## src/include/uart_settings.svh

```systemverilog
/*
 * Build-time settings for the UART transceiver.
 * Holds the system clock rate, the frame shape and the tick divisors
 * of the eight selectable baud rates. Include it wherever these are needed.
 */
`ifndef UART_SETTINGS_SVH
`define UART_SETTINGS_SVH

// system clock in Hz
`define UART_CLK_HZ 100000000

// ticks per bit, the receiver centres on half of this
`define UART_OVERSAMPLE 16

// data bits per frame, sent lsb first
`define UART_DATA_BITS 8

// clock cycles per oversampling tick, integer division rounds down
`define UART_DIV_0 (`UART_CLK_HZ / (300 * `UART_OVERSAMPLE))
`define UART_DIV_1 (`UART_CLK_HZ / (1200 * `UART_OVERSAMPLE))
`define UART_DIV_2 (`UART_CLK_HZ / (4800 * `UART_OVERSAMPLE))
`define UART_DIV_3 (`UART_CLK_HZ / (9600 * `UART_OVERSAMPLE))
`define UART_DIV_4 (`UART_CLK_HZ / (19200 * `UART_OVERSAMPLE))
`define UART_DIV_5 (`UART_CLK_HZ / (38400 * `UART_OVERSAMPLE))
`define UART_DIV_6 (`UART_CLK_HZ / (57600 * `UART_OVERSAMPLE))
`define UART_DIV_7 (`UART_CLK_HZ / (115200 * `UART_OVERSAMPLE))

// 300 baud gives the largest divisor, 20833, so 16 counter bits suffice

`endif

```

## src/rtl/uart_pkg.sv

```systemverilog
/*
 * Shared types of the UART transceiver.
 * Baud rate select, FSM state encodings and the data word.
 * Referenced by scoped name from the RTL and the testbench.
 */
`include "uart_settings.svh"

package uart_pkg;

  // the eight rates, index matches UART_DIV_n
  typedef enum logic [2:0] {
    BAUD_300    = 3'd0,
    BAUD_1200   = 3'd1,
    BAUD_4800   = 3'd2,
    BAUD_9600   = 3'd3,
    BAUD_19200  = 3'd4,
    BAUD_38400  = 3'd5,
    BAUD_57600  = 3'd6,
    BAUD_115200 = 3'd7
  } baud_sel_t;

  typedef enum logic [2:0] {
    RX_HUNT   = 3'b000,  // waiting for a falling edge
    RX_LOCK   = 3'b001,  // counting to the start bit centre
    RX_DATA   = 3'b011,  // collecting data bits
    RX_PARITY = 3'b010,  // sampling the parity bit
    RX_STOP   = 3'b110   // sampling the stop bit
  } rx_state_t;

  typedef enum logic [2:0] {
    TX_IDLE   = 3'b000,
    TX_START  = 3'b001,
    TX_DATA   = 3'b011,
    TX_PARITY = 3'b010,
    TX_STOP   = 3'b110
  } tx_state_t;

  typedef logic [`UART_DATA_BITS-1:0] byte_t;  // one data word

endpackage

```

## src/rtl/baud_controller.sv

```systemverilog
/*
 * Oversampling tick generator.
 * Emits a one-cycle tick every divisor cycles, the divisor picked from
 * the baud select. The count restarts whenever the select changes.
 */
`timescale 1ns/1ps
`include "uart_settings.svh"

module baud_controller (
  input  logic                Rx_sample_ENABLE,
  input  logic                reset,
  input  uart_pkg::baud_sel_t baud_select,
  output logic                tick
);

  logic [15:0]         divisor;   // cycles per tick for the current rate
  logic [15:0]         count;     // down-counter, tick on zero
  uart_pkg::baud_sel_t prev_sel;  // select seen last cycle

  always_comb
  begin
    case (baud_select)
      uart_pkg::BAUD_300:    divisor = 16'(`UART_DIV_0);
      uart_pkg::BAUD_1200:   divisor = 16'(`UART_DIV_1);
      uart_pkg::BAUD_4800:   divisor = 16'(`UART_DIV_2);
      uart_pkg::BAUD_9600:   divisor = 16'(`UART_DIV_3);
      uart_pkg::BAUD_19200:  divisor = 16'(`UART_DIV_4);
      uart_pkg::BAUD_38400:  divisor = 16'(`UART_DIV_5);
      uart_pkg::BAUD_57600:  divisor = 16'(`UART_DIV_6);
      default:               divisor = 16'(`UART_DIV_7);
    endcase
  end

  always_ff @(posedge Rx_sample_ENABLE or posedge reset)
  begin
    if (reset)
    begin
      count    <= '0;
      prev_sel <= uart_pkg::BAUD_300;
      tick     <= 1'b0;
    end
    else
    begin
      prev_sel <= baud_select;
      if (baud_select != prev_sel)
      begin
        count <= divisor - 16'd1;  // new rate, start a full period over
        tick  <= 1'b0;
      end
      else if (count == 16'd0)
      begin
        count <= divisor - 16'd1;  // wrap
        tick  <= 1'b1;             // one cycle wide
      end
      else
      begin
        count <= count - 16'd1;
        tick  <= 1'b0;
      end
    end
  end

endmodule

```

## src/rtl/synchronizer.sv

```systemverilog
/*
 * Two-flop synchronizer for the asynchronous serial input.
 * Both stages reset high, the idle level of the line, so that leaving
 * reset is never taken as a start bit. Output lags the input by two cycles.
 */
`timescale 1ns/1ps

module synchronizer (
  input  logic Rx_sample_ENABLE,
  input  logic reset,
  input  logic async_in,
  output logic sync_out
);

  logic meta;  // first stage, may go metastable

  always_ff @(posedge Rx_sample_ENABLE or posedge reset)
  begin
    if (reset)
    begin
      meta     <= 1'b1;  // idle line
      sync_out <= 1'b1;
    end
    else
    begin
      meta     <= async_in;
      sync_out <= meta;  // settled copy
    end
  end

endmodule

```

## src/rtl/uart_receiver.sv

```systemverilog
/*
 * UART frame receiver.
 * Hunts for a falling edge on the synchronized line, locks onto the start
 * bit centre and then samples every bit one period apart. Parity and stop
 * are checked; rx_data and rx_valid update only for an error-free frame.
 * All flags are levels, cleared when the next start bit is confirmed.
 */
`timescale 1ns/1ps
`include "uart_settings.svh"

module uart_receiver (
  input  logic            Rx_sample_ENABLE,
  input  logic            reset,
  input  logic            tick,
  input  logic            rx_en,
  input  logic            rxd_sync,
  output uart_pkg::byte_t rx_data,
  output logic            rx_valid,
  output logic            rx_perror,
  output logic            rx_ferror
);

  localparam int               IDX_W     = $clog2(`UART_DATA_BITS);
  localparam logic [4:0]       HALF_LAST = 5'(`UART_OVERSAMPLE / 2 - 1);
  localparam logic [4:0]       BIT_LAST  = 5'(`UART_OVERSAMPLE - 1);
  localparam logic [IDX_W-1:0] LAST_IDX  = IDX_W'(`UART_DATA_BITS - 1);

  uart_pkg::rx_state_t state;
  logic [4:0]          tick_cnt;    // ticks since lock or last sample
  logic [IDX_W-1:0]    bit_idx;     // data bit being collected
  logic                line_prev;   // line at the previous tick, for edge detect
  logic                parity_err;  // held until the stop bit is sampled
  uart_pkg::byte_t     buffer;      // data bits shifted in lsb first
  logic                bit_sample;
  logic                data_shift;

  assign bit_sample = tick && (tick_cnt == BIT_LAST);  // centre of a later bit
  assign data_shift = rx_en && bit_sample && (state == uart_pkg::RX_DATA);

  always_ff @(posedge Rx_sample_ENABLE or posedge reset)
  begin
    if (reset)
    begin
      state      <= uart_pkg::RX_HUNT;
      tick_cnt   <= '0;
      bit_idx    <= '0;
      line_prev  <= 1'b1;
      parity_err <= 1'b0;
      rx_data    <= '0;
      rx_valid   <= 1'b0;
      rx_perror  <= 1'b0;
      rx_ferror  <= 1'b0;
    end
    else if (!rx_en)
    begin
      state     <= uart_pkg::RX_HUNT;  // held idle, outputs keep their values
      tick_cnt  <= '0;
      bit_idx   <= '0;
      line_prev <= rxd_sync;           // track the line so enabling mid-frame finds no edge
    end
    else if (tick)
    begin
      case (state)
        uart_pkg::RX_HUNT:
        begin
          line_prev <= rxd_sync;
          if (line_prev && !rxd_sync)  // falling edge
          begin
            state    <= uart_pkg::RX_LOCK;
            tick_cnt <= '0;
          end
        end
        uart_pkg::RX_LOCK:
        begin
          if (tick_cnt == HALF_LAST)   // 8 ticks in, start bit centre
          begin
            tick_cnt <= '0;
            if (rxd_sync)
            begin
              state     <= uart_pkg::RX_HUNT;  // glitch, line already back high
              line_prev <= 1'b1;
            end
            else
            begin
              state     <= uart_pkg::RX_DATA;
              bit_idx   <= '0;
              rx_valid  <= 1'b0;   // new frame confirmed, drop last status
              rx_perror <= 1'b0;
              rx_ferror <= 1'b0;
            end
          end
          else
            tick_cnt <= tick_cnt + 5'd1;
        end
        uart_pkg::RX_DATA:
        begin
          if (bit_sample)
          begin
            tick_cnt <= '0;
            if (bit_idx == LAST_IDX)
              state <= uart_pkg::RX_PARITY;
            else
              bit_idx <= bit_idx + 1'b1;
          end
          else
            tick_cnt <= tick_cnt + 5'd1;
        end
        uart_pkg::RX_PARITY:
        begin
          if (bit_sample)
          begin
            tick_cnt   <= '0;
            parity_err <= (rxd_sync != ^buffer);  // even parity expected
            state      <= uart_pkg::RX_STOP;
          end
          else
            tick_cnt <= tick_cnt + 5'd1;
        end
        uart_pkg::RX_STOP:
        begin
          if (bit_sample)
          begin
            tick_cnt  <= '0;
            rx_perror <= parity_err;
            rx_ferror <= !rxd_sync;          // stop bit must be high
            if (!parity_err && rxd_sync)
            begin
              rx_valid <= 1'b1;
              rx_data  <= buffer;            // only a clean frame reaches the user
            end
            state     <= uart_pkg::RX_HUNT;
            line_prev <= rxd_sync;           // a low stop bit is not a new edge
          end
          else
            tick_cnt <= tick_cnt + 5'd1;
        end
        default:
          state <= uart_pkg::RX_HUNT;
      endcase
    end
  end

  // newest bit enters at the top, so bit 0 ends at the bottom
  always_ff @(posedge Rx_sample_ENABLE)
  begin
    if (data_shift)
      buffer <= {rxd_sync, buffer[`UART_DATA_BITS-1:1]};
  end

endmodule

```

## src/rtl/uart_top.sv

```systemverilog
/*
 * UART transceiver top level.
 * One baud controller feeds the tick to both directions; the serial input
 * passes through the synchronizer before reaching the receiver.
 */
`timescale 1ns/1ps

module uart_top (
  input  logic                Rx_sample_ENABLE,
  input  logic                reset,
  input  uart_pkg::baud_sel_t baud_select,
  input  logic                tx_en,
  input  logic                tx_wr,
  input  uart_pkg::byte_t     tx_data,
  output logic                txd,
  output logic                tx_busy,
  input  logic                rx_en,
  input  logic                rxd,
  output uart_pkg::byte_t     rx_data,
  output logic                rx_valid,
  output logic                rx_perror,
  output logic                rx_ferror
);

  logic tick;      // 16x oversampling enable, shared
  logic rxd_sync;  // serial input in the clock domain

  baud_controller baud_controller_i (
    .Rx_sample_ENABLE (Rx_sample_ENABLE),
    .reset            (reset),
    .baud_select      (baud_select),
    .tick             (tick)
  );

  synchronizer synchronizer_i (
    .Rx_sample_ENABLE (Rx_sample_ENABLE),
    .reset            (reset),
    .async_in         (rxd),
    .sync_out         (rxd_sync)
  );

  uart_transmitter uart_transmitter_i (
    .Rx_sample_ENABLE (Rx_sample_ENABLE),
    .reset            (reset),
    .tick             (tick),
    .tx_en            (tx_en),
    .tx_wr            (tx_wr),
    .tx_data          (tx_data),
    .txd              (txd),
    .tx_busy          (tx_busy)
  );

  uart_receiver uart_receiver_i (
    .Rx_sample_ENABLE (Rx_sample_ENABLE),
    .reset            (reset),
    .tick             (tick),
    .rx_en            (rx_en),
    .rxd_sync         (rxd_sync),
    .rx_data          (rx_data),
    .rx_valid         (rx_valid),
    .rx_perror        (rx_perror),
    .rx_ferror        (rx_ferror)
  );

endmodule

```

## src/rtl/uart_transmitter.sv

```systemverilog
/*
 * UART frame transmitter.
 * A write is taken when tx_en is high and the transmitter is idle. The byte
 * goes out as start, eight data bits lsb first, even parity and stop, each
 * bit held for one oversampling period. tx_busy covers the whole frame.
 */
`timescale 1ns/1ps
`include "uart_settings.svh"

module uart_transmitter (
  input  logic            Rx_sample_ENABLE,
  input  logic            reset,
  input  logic            tick,
  input  logic            tx_en,
  input  logic            tx_wr,
  input  uart_pkg::byte_t tx_data,
  output logic            txd,
  output logic            tx_busy
);

  localparam int               IDX_W     = $clog2(`UART_DATA_BITS);
  localparam logic [3:0]       LAST_TICK = 4'(`UART_OVERSAMPLE - 1);
  localparam logic [IDX_W-1:0] LAST_IDX  = IDX_W'(`UART_DATA_BITS - 1);

  uart_pkg::tx_state_t state;
  logic [3:0]          tick_cnt;    // ticks into the current bit
  logic [IDX_W-1:0]    bit_idx;     // data bit being sent
  uart_pkg::byte_t     shift_reg;   // remaining data bits, lsb next
  logic                parity_bit;  // even parity of the latched byte
  logic                accept;
  logic                bit_end;
  logic                shift_next;

  assign accept  = (state == uart_pkg::TX_IDLE) && tx_en && tx_wr && !tx_busy;
  assign bit_end = tick && (tick_cnt == LAST_TICK);  // 16th tick of a bit

  // a data bit is loaded onto txd at the end of start and of every data bit but the last
  assign shift_next = bit_end &&
                      ((state == uart_pkg::TX_START) ||
                       ((state == uart_pkg::TX_DATA) && (bit_idx != LAST_IDX)));

  always_ff @(posedge Rx_sample_ENABLE or posedge reset)
  begin
    if (reset)
    begin
      state    <= uart_pkg::TX_IDLE;
      tick_cnt <= '0;
      bit_idx  <= '0;
      txd      <= 1'b1;  // line idles high
      tx_busy  <= 1'b0;
    end
    else
    begin
      case (state)
        uart_pkg::TX_IDLE:
        begin
          if (accept)
          begin
            state    <= uart_pkg::TX_START;
            tick_cnt <= '0;
            tx_busy  <= 1'b1;
          end
        end
        uart_pkg::TX_START:
        begin
          // txd still high means the start bit waits for its first tick
          if (tick && txd)
          begin
            txd      <= 1'b0;
            tick_cnt <= '0;
          end
          else if (bit_end)
          begin
            state    <= uart_pkg::TX_DATA;
            tick_cnt <= '0;
            bit_idx  <= '0;
            txd      <= shift_reg[0];  // data bit 0
          end
          else if (tick)
            tick_cnt <= tick_cnt + 4'd1;
        end
        uart_pkg::TX_DATA:
        begin
          if (bit_end)
          begin
            tick_cnt <= '0;
            if (bit_idx == LAST_IDX)
            begin
              state <= uart_pkg::TX_PARITY;
              txd   <= parity_bit;
            end
            else
            begin
              bit_idx <= bit_idx + 1'b1;
              txd     <= shift_reg[0];
            end
          end
          else if (tick)
            tick_cnt <= tick_cnt + 4'd1;
        end
        uart_pkg::TX_PARITY:
        begin
          if (bit_end)
          begin
            state    <= uart_pkg::TX_STOP;
            tick_cnt <= '0;
            txd      <= 1'b1;  // stop bit
          end
          else if (tick)
            tick_cnt <= tick_cnt + 4'd1;
        end
        uart_pkg::TX_STOP:
        begin
          if (bit_end)
          begin
            state    <= uart_pkg::TX_IDLE;  // line stays high
            tick_cnt <= '0;
            tx_busy  <= 1'b0;
          end
          else if (tick)
            tick_cnt <= tick_cnt + 4'd1;
        end
        default:
          state <= uart_pkg::TX_IDLE;
      endcase
    end
  end

  // byte and parity latched at acceptance, shifted as bits go out
  always_ff @(posedge Rx_sample_ENABLE)
  begin
    if (accept)
    begin
      shift_reg  <= tx_data;
      parity_bit <= ^tx_data;  // even parity
    end
    else if (shift_next)
      shift_reg <= shift_reg >> 1;
  end

endmodule

```

## config.mk

```make
export PLATFORM = sky130hd
export DESIGN_NAME = uart_top
export DESIGN_NICKNAME = d
export VERILOG_FILES = /design/src/rtl/uart_pkg.sv /design/src/rtl/baud_controller.sv /design/src/rtl/synchronizer.sv /design/src/rtl/uart_receiver.sv /design/src/rtl/uart_top.sv /design/src/rtl/uart_transmitter.sv
export VERILOG_INCLUDE_DIRS = /design/src /design/src/include
export SDC_FILE = /design/constraint.sdc
export NUM_CORES = 1
export LEC_CHECK = 0
export BUFFER_PORTS_ARGS = -buffer_cell sky130_fd_sc_hd__buf_2
export CAP_MARGIN = 20
export CORE_ASPECT_RATIO = 0.8
export CORE_UTILIZATION = 45
export DETAILED_ROUTE_END_ITERATION = 12
export MAX_ROUTING_LAYER = met4
export PLACE_DENSITY = 0.65
export SLEW_MARGIN = 20
export SYNTH_ARGS = -nofsm -noshare
export SYNTH_HDL_FRONTEND = slang
export SYNTH_SLANG_ARGS = --single-unit
```

## constraint.sdc

```tcl
create_clock -name Rx_sample_ENABLE -period 2.13 [get_ports Rx_sample_ENABLE]
set_input_delay 0.426 -clock Rx_sample_ENABLE [delete_from_list [all_inputs] [get_ports Rx_sample_ENABLE]]
set_output_delay 0.426 -clock Rx_sample_ENABLE [all_outputs]
set_load 0.01 [all_outputs]
```

==> impl_metrics.json <==
{
  "tightestPinTransition_ns": 0.468,
  "fin_area_um2": 4500,
  "ys_seq_area_share_pct": 49.5,
  "fin_crit_sh_pct": 93.8,
  "fillCellCount": 782,
  "drt_iter0_markers": 173,
  "cts_buffers": 9,
  "drc": 0,
  "avgRoutedWirePerCell_um": 14.0,
  "powerDensity_nw_per_um2": 647,
  "syn-num-nets": 399,
  "diodes": 0,
  "viasPerCell": 5.32,
  "hpwlAfterDp_mm": 5.25,
  "clk_path_buf_depth": 2,
  "hp-class": "in -> async",
  "pin_count": 30,
  "worstSkewPairLatency_ns": 0.35,
  "reg2reg_from": "uart_receiver_i.tick_cnt[0]",
  "relSlewSlack_pct": 68.7,
  "root_buffer": "clkbuf_8",
  "p_leak_nw": 1.97,
  "drive_gt1_share_pct": 23.3,
  "avgSynthCellArea_um2": 10.7,
  "cts.repair_timing.setup_buffer_count": 0,
  "setup_tns_ns": 0,
  "synth-seq-cells": 75,
  "rows": 30,
  "slew_violations": 0,
  "cts_tree": "yes",
  "yosysUniqueCellTypes": 60,
  "place_area_um2": 4320,
  "worst-r2r-cell-count": 7,
  "drt-total-wl_mm": 7.41,
  "grt_first_pass_wirelength_mm": 12.8,
  "setup_viol": 0,
  "fin_worst_skew_ns": 0.00539,
  "dp_slack_ns": 0.108,
  "required_ns": 2.37,
  "place.gp.congestion": 0.800,
  "area_growth_pct": 13.1,
  "synthesis.area_um2": 3980,
  "grt_max_degree": 59,
  "io_buffers": 29,
  "largest_reg_flops": 16,
  "first_pass_iters": 4,
  "antenna_found_initial": 0,
  "core-area_um2": 8520,
  "ys.warnings.count": 0,
  "path_max_fanout": 9,
  "multi_input_area_um2": 1880,
  "cts_resized": 0,
  "die_width_um": 107,
  "period_minus_slack_ns": 2.00,
  "cap_viol_max_count": 0,
  "seqCellArea_um2": 1970,
  "clk_pin_slew_ns": 0.08,
  "ant_nets": 0,
  "top_register": "baud_controller_i.count",
  "rrSetupSlack_ns": 0.13,
  "hold_violations": 0,
  "grt_pass1_vias": 2767,
  "rsz0062_at_grt": "false",
  "start_util_pct": 46.7,
  "cts_htree_levels": 3,
  "crit_path_end_kind": "register",
  "fin_ws_ns": 0.133,
  "worst-setup-path-type": "reg -> reg",
  "cp-start-kind": "register",
  "gr-total-overflow": 0,
  "ys_async_sr_fraction_pct": 77.3,
  "grt_use_total_pct": 18.3,
  "status": "complete, no violations",
  "clock.fmax_mhz": 501,
  "die_h_um": 86.1,
  "dieArea_um2": 9220,
  "critPathArrivalTime_ns": 2.23,
  "cts.sink_count": 75,
  "hold_buffers": 0,
  "synth-edff-count": 17,
  "vias": 2812,
  "r2r_end": "uart_receiver_i.rx_data[6]",
  "ys.flop_type": "dfrtp_1",
  "synthCells": 372,
  "final_nets": 439,
  "vdd_ir_drop_max_mv": 0.388
}
## worst max-delay path: stages, from the launching register on
cell     delay (ns)
dfrtp_1        0.40
ha_2           0.21
and3_1         0.16
ha_1           0.17
nand2_1        0.13
nor4_4         0.30
buf_6          0.18
mux2_2         0.33
## synthesized netlist by cell type, types with 2 or more instances
cell type  number  area, µm²
xor2_1         15        131
o21a_1          2       15.0
nand3b_1        5       37.5
a31oi_1         4       25.0
edfxtp_1       17        510
nor3b_1         2       15.0
dfstp_2         4        105
mux2i_1        11        110
a21oi_1        17       85.1
mux2_2         25        282
nand2_1        30        113
nand2b_1        5       31.3
buf_2           2       10.0
or3_1           3       18.8
o21ai_0        20        100
nor2b_1         5       31.3
nand3_1        11       55.1
dfrtp_1        54       1350
nor4_1          2       12.5
buf_4           2       15.0
xnor2_1        23        201
nor3_1          7       35.0
ha_1           10        125
a21o_1          3       22.5
and3_1          5       31.3
nand4_1         3       18.8
clkbuf_1       11       41.3
inv_1          15       56.3
nor2_1         28        105
## per-layer routing
metal / global-route usage, % / part of all wire, % / vias to the layer above
met1: 24.0 / 49 / 1357
li1: - / - / 1386
met4: 6.48 / 1.6 / 0
met2: 27.6 / 46 / 58
met3: 4.41 / 3.9 / 11
met5: - / 0 / -
## where the power goes
group / internal, mW / total (mW) / switching, mW
registers: 1.52 / 1.57 / 0.0505
clock network: 0.416 / 0.966 / 0.549
logic: 0.175 / 0.377 / 0.202
## stage by stage
step                cells  total power, mW  util, %  hold WS (ns)
floorplan             372             1.86        -         0.345
global placement      513             1.96     50.7         0.348
detailed placement    513             1.97     50.7         0.348
CTS                   529             2.95     52.7         0.122
global route          529             3.05     52.8         0.135
finish                529             2.91     52.8         0.114
## cells by family (layout without fill, tap and decap cells)
kind of cell | count (synthesis) | after routing | share of synthesized area (%)
buf+inv | 32 | 77 | 3.46
simple gates | 119 | 119 | 16.0
xor+xnor | 38 | 38 | 8.37
flops | 75 | 75 | 49.5
mux | 36 | 36 | 9.85
fa+ha+maj | 11 | 11 | 3.40
compound gates | 61 | 61 | 9.50
## worst max path at each step
| stage | from | endpoint | slack [ns] | cells after the start |
|---|---|---|---|---|
| global placement | baud_controller_i.count[7] | baud_controller_i.count[6] | 0.15 | 6 |
| finish | uart_receiver_i.tick_cnt[0] | uart_receiver_i.rx_data[6] | 0.13 | 7 |
| floorplan | uart_receiver_i.tick_cnt[0] | uart_receiver_i.rx_data[0] | 0.06 | 6 |
| CTS | baud_controller_i.count[7] | baud_controller_i.count[0] | 0.09 | 6 |
| global route | uart_receiver_i.tick_cnt[0] | uart_receiver_i.rx_data[1] | 0.01 | 7 |
| detailed placement | baud_controller_i.count[7] | baud_controller_i.count[0] | 0.11 | 6 |
## cell type report
type | instances | area share (%)
well taps | 112 | 3.12
multi-input cells | 265 | 41.7
clock buffers | 9 | 2.75
clock inverters | 7 | 0.974
repair buffers | 46 | 6.43
flip-flops and latches | 75 | 43.7
inverters | 15 | 1.25
## layout by cell type, fill, tap and decap left out, types with 3 or more instances in the layout
cell	Yosys	final
mux2i_1	11	11
buf_2	2	29
nor2b_1	5	5
mux2_2	25	25
o21ai_0	20	20
ha_1	10	9
dfstp_2	4	4
a21oi_1	17	17
and3_1	5	5
nand2b_1	5	5
dfrtp_1	54	54
nor3_1	7	7
clkinvlp_4	0	3
clkbuf_8	0	9
inv_1	15	14
nor2_1	28	27
edfxtp_1	17	17
nand3b_1	5	5
nand4_1	3	3
or3_1	3	3
nand3_1	11	11
buf_4	2	15
a31oi_1	4	4
xor2_1	15	15
nand2_1	30	30
a21o_1	3	3
xnor2_1	23	23
No activity file was read; power rests on OpenSTA's default activity.
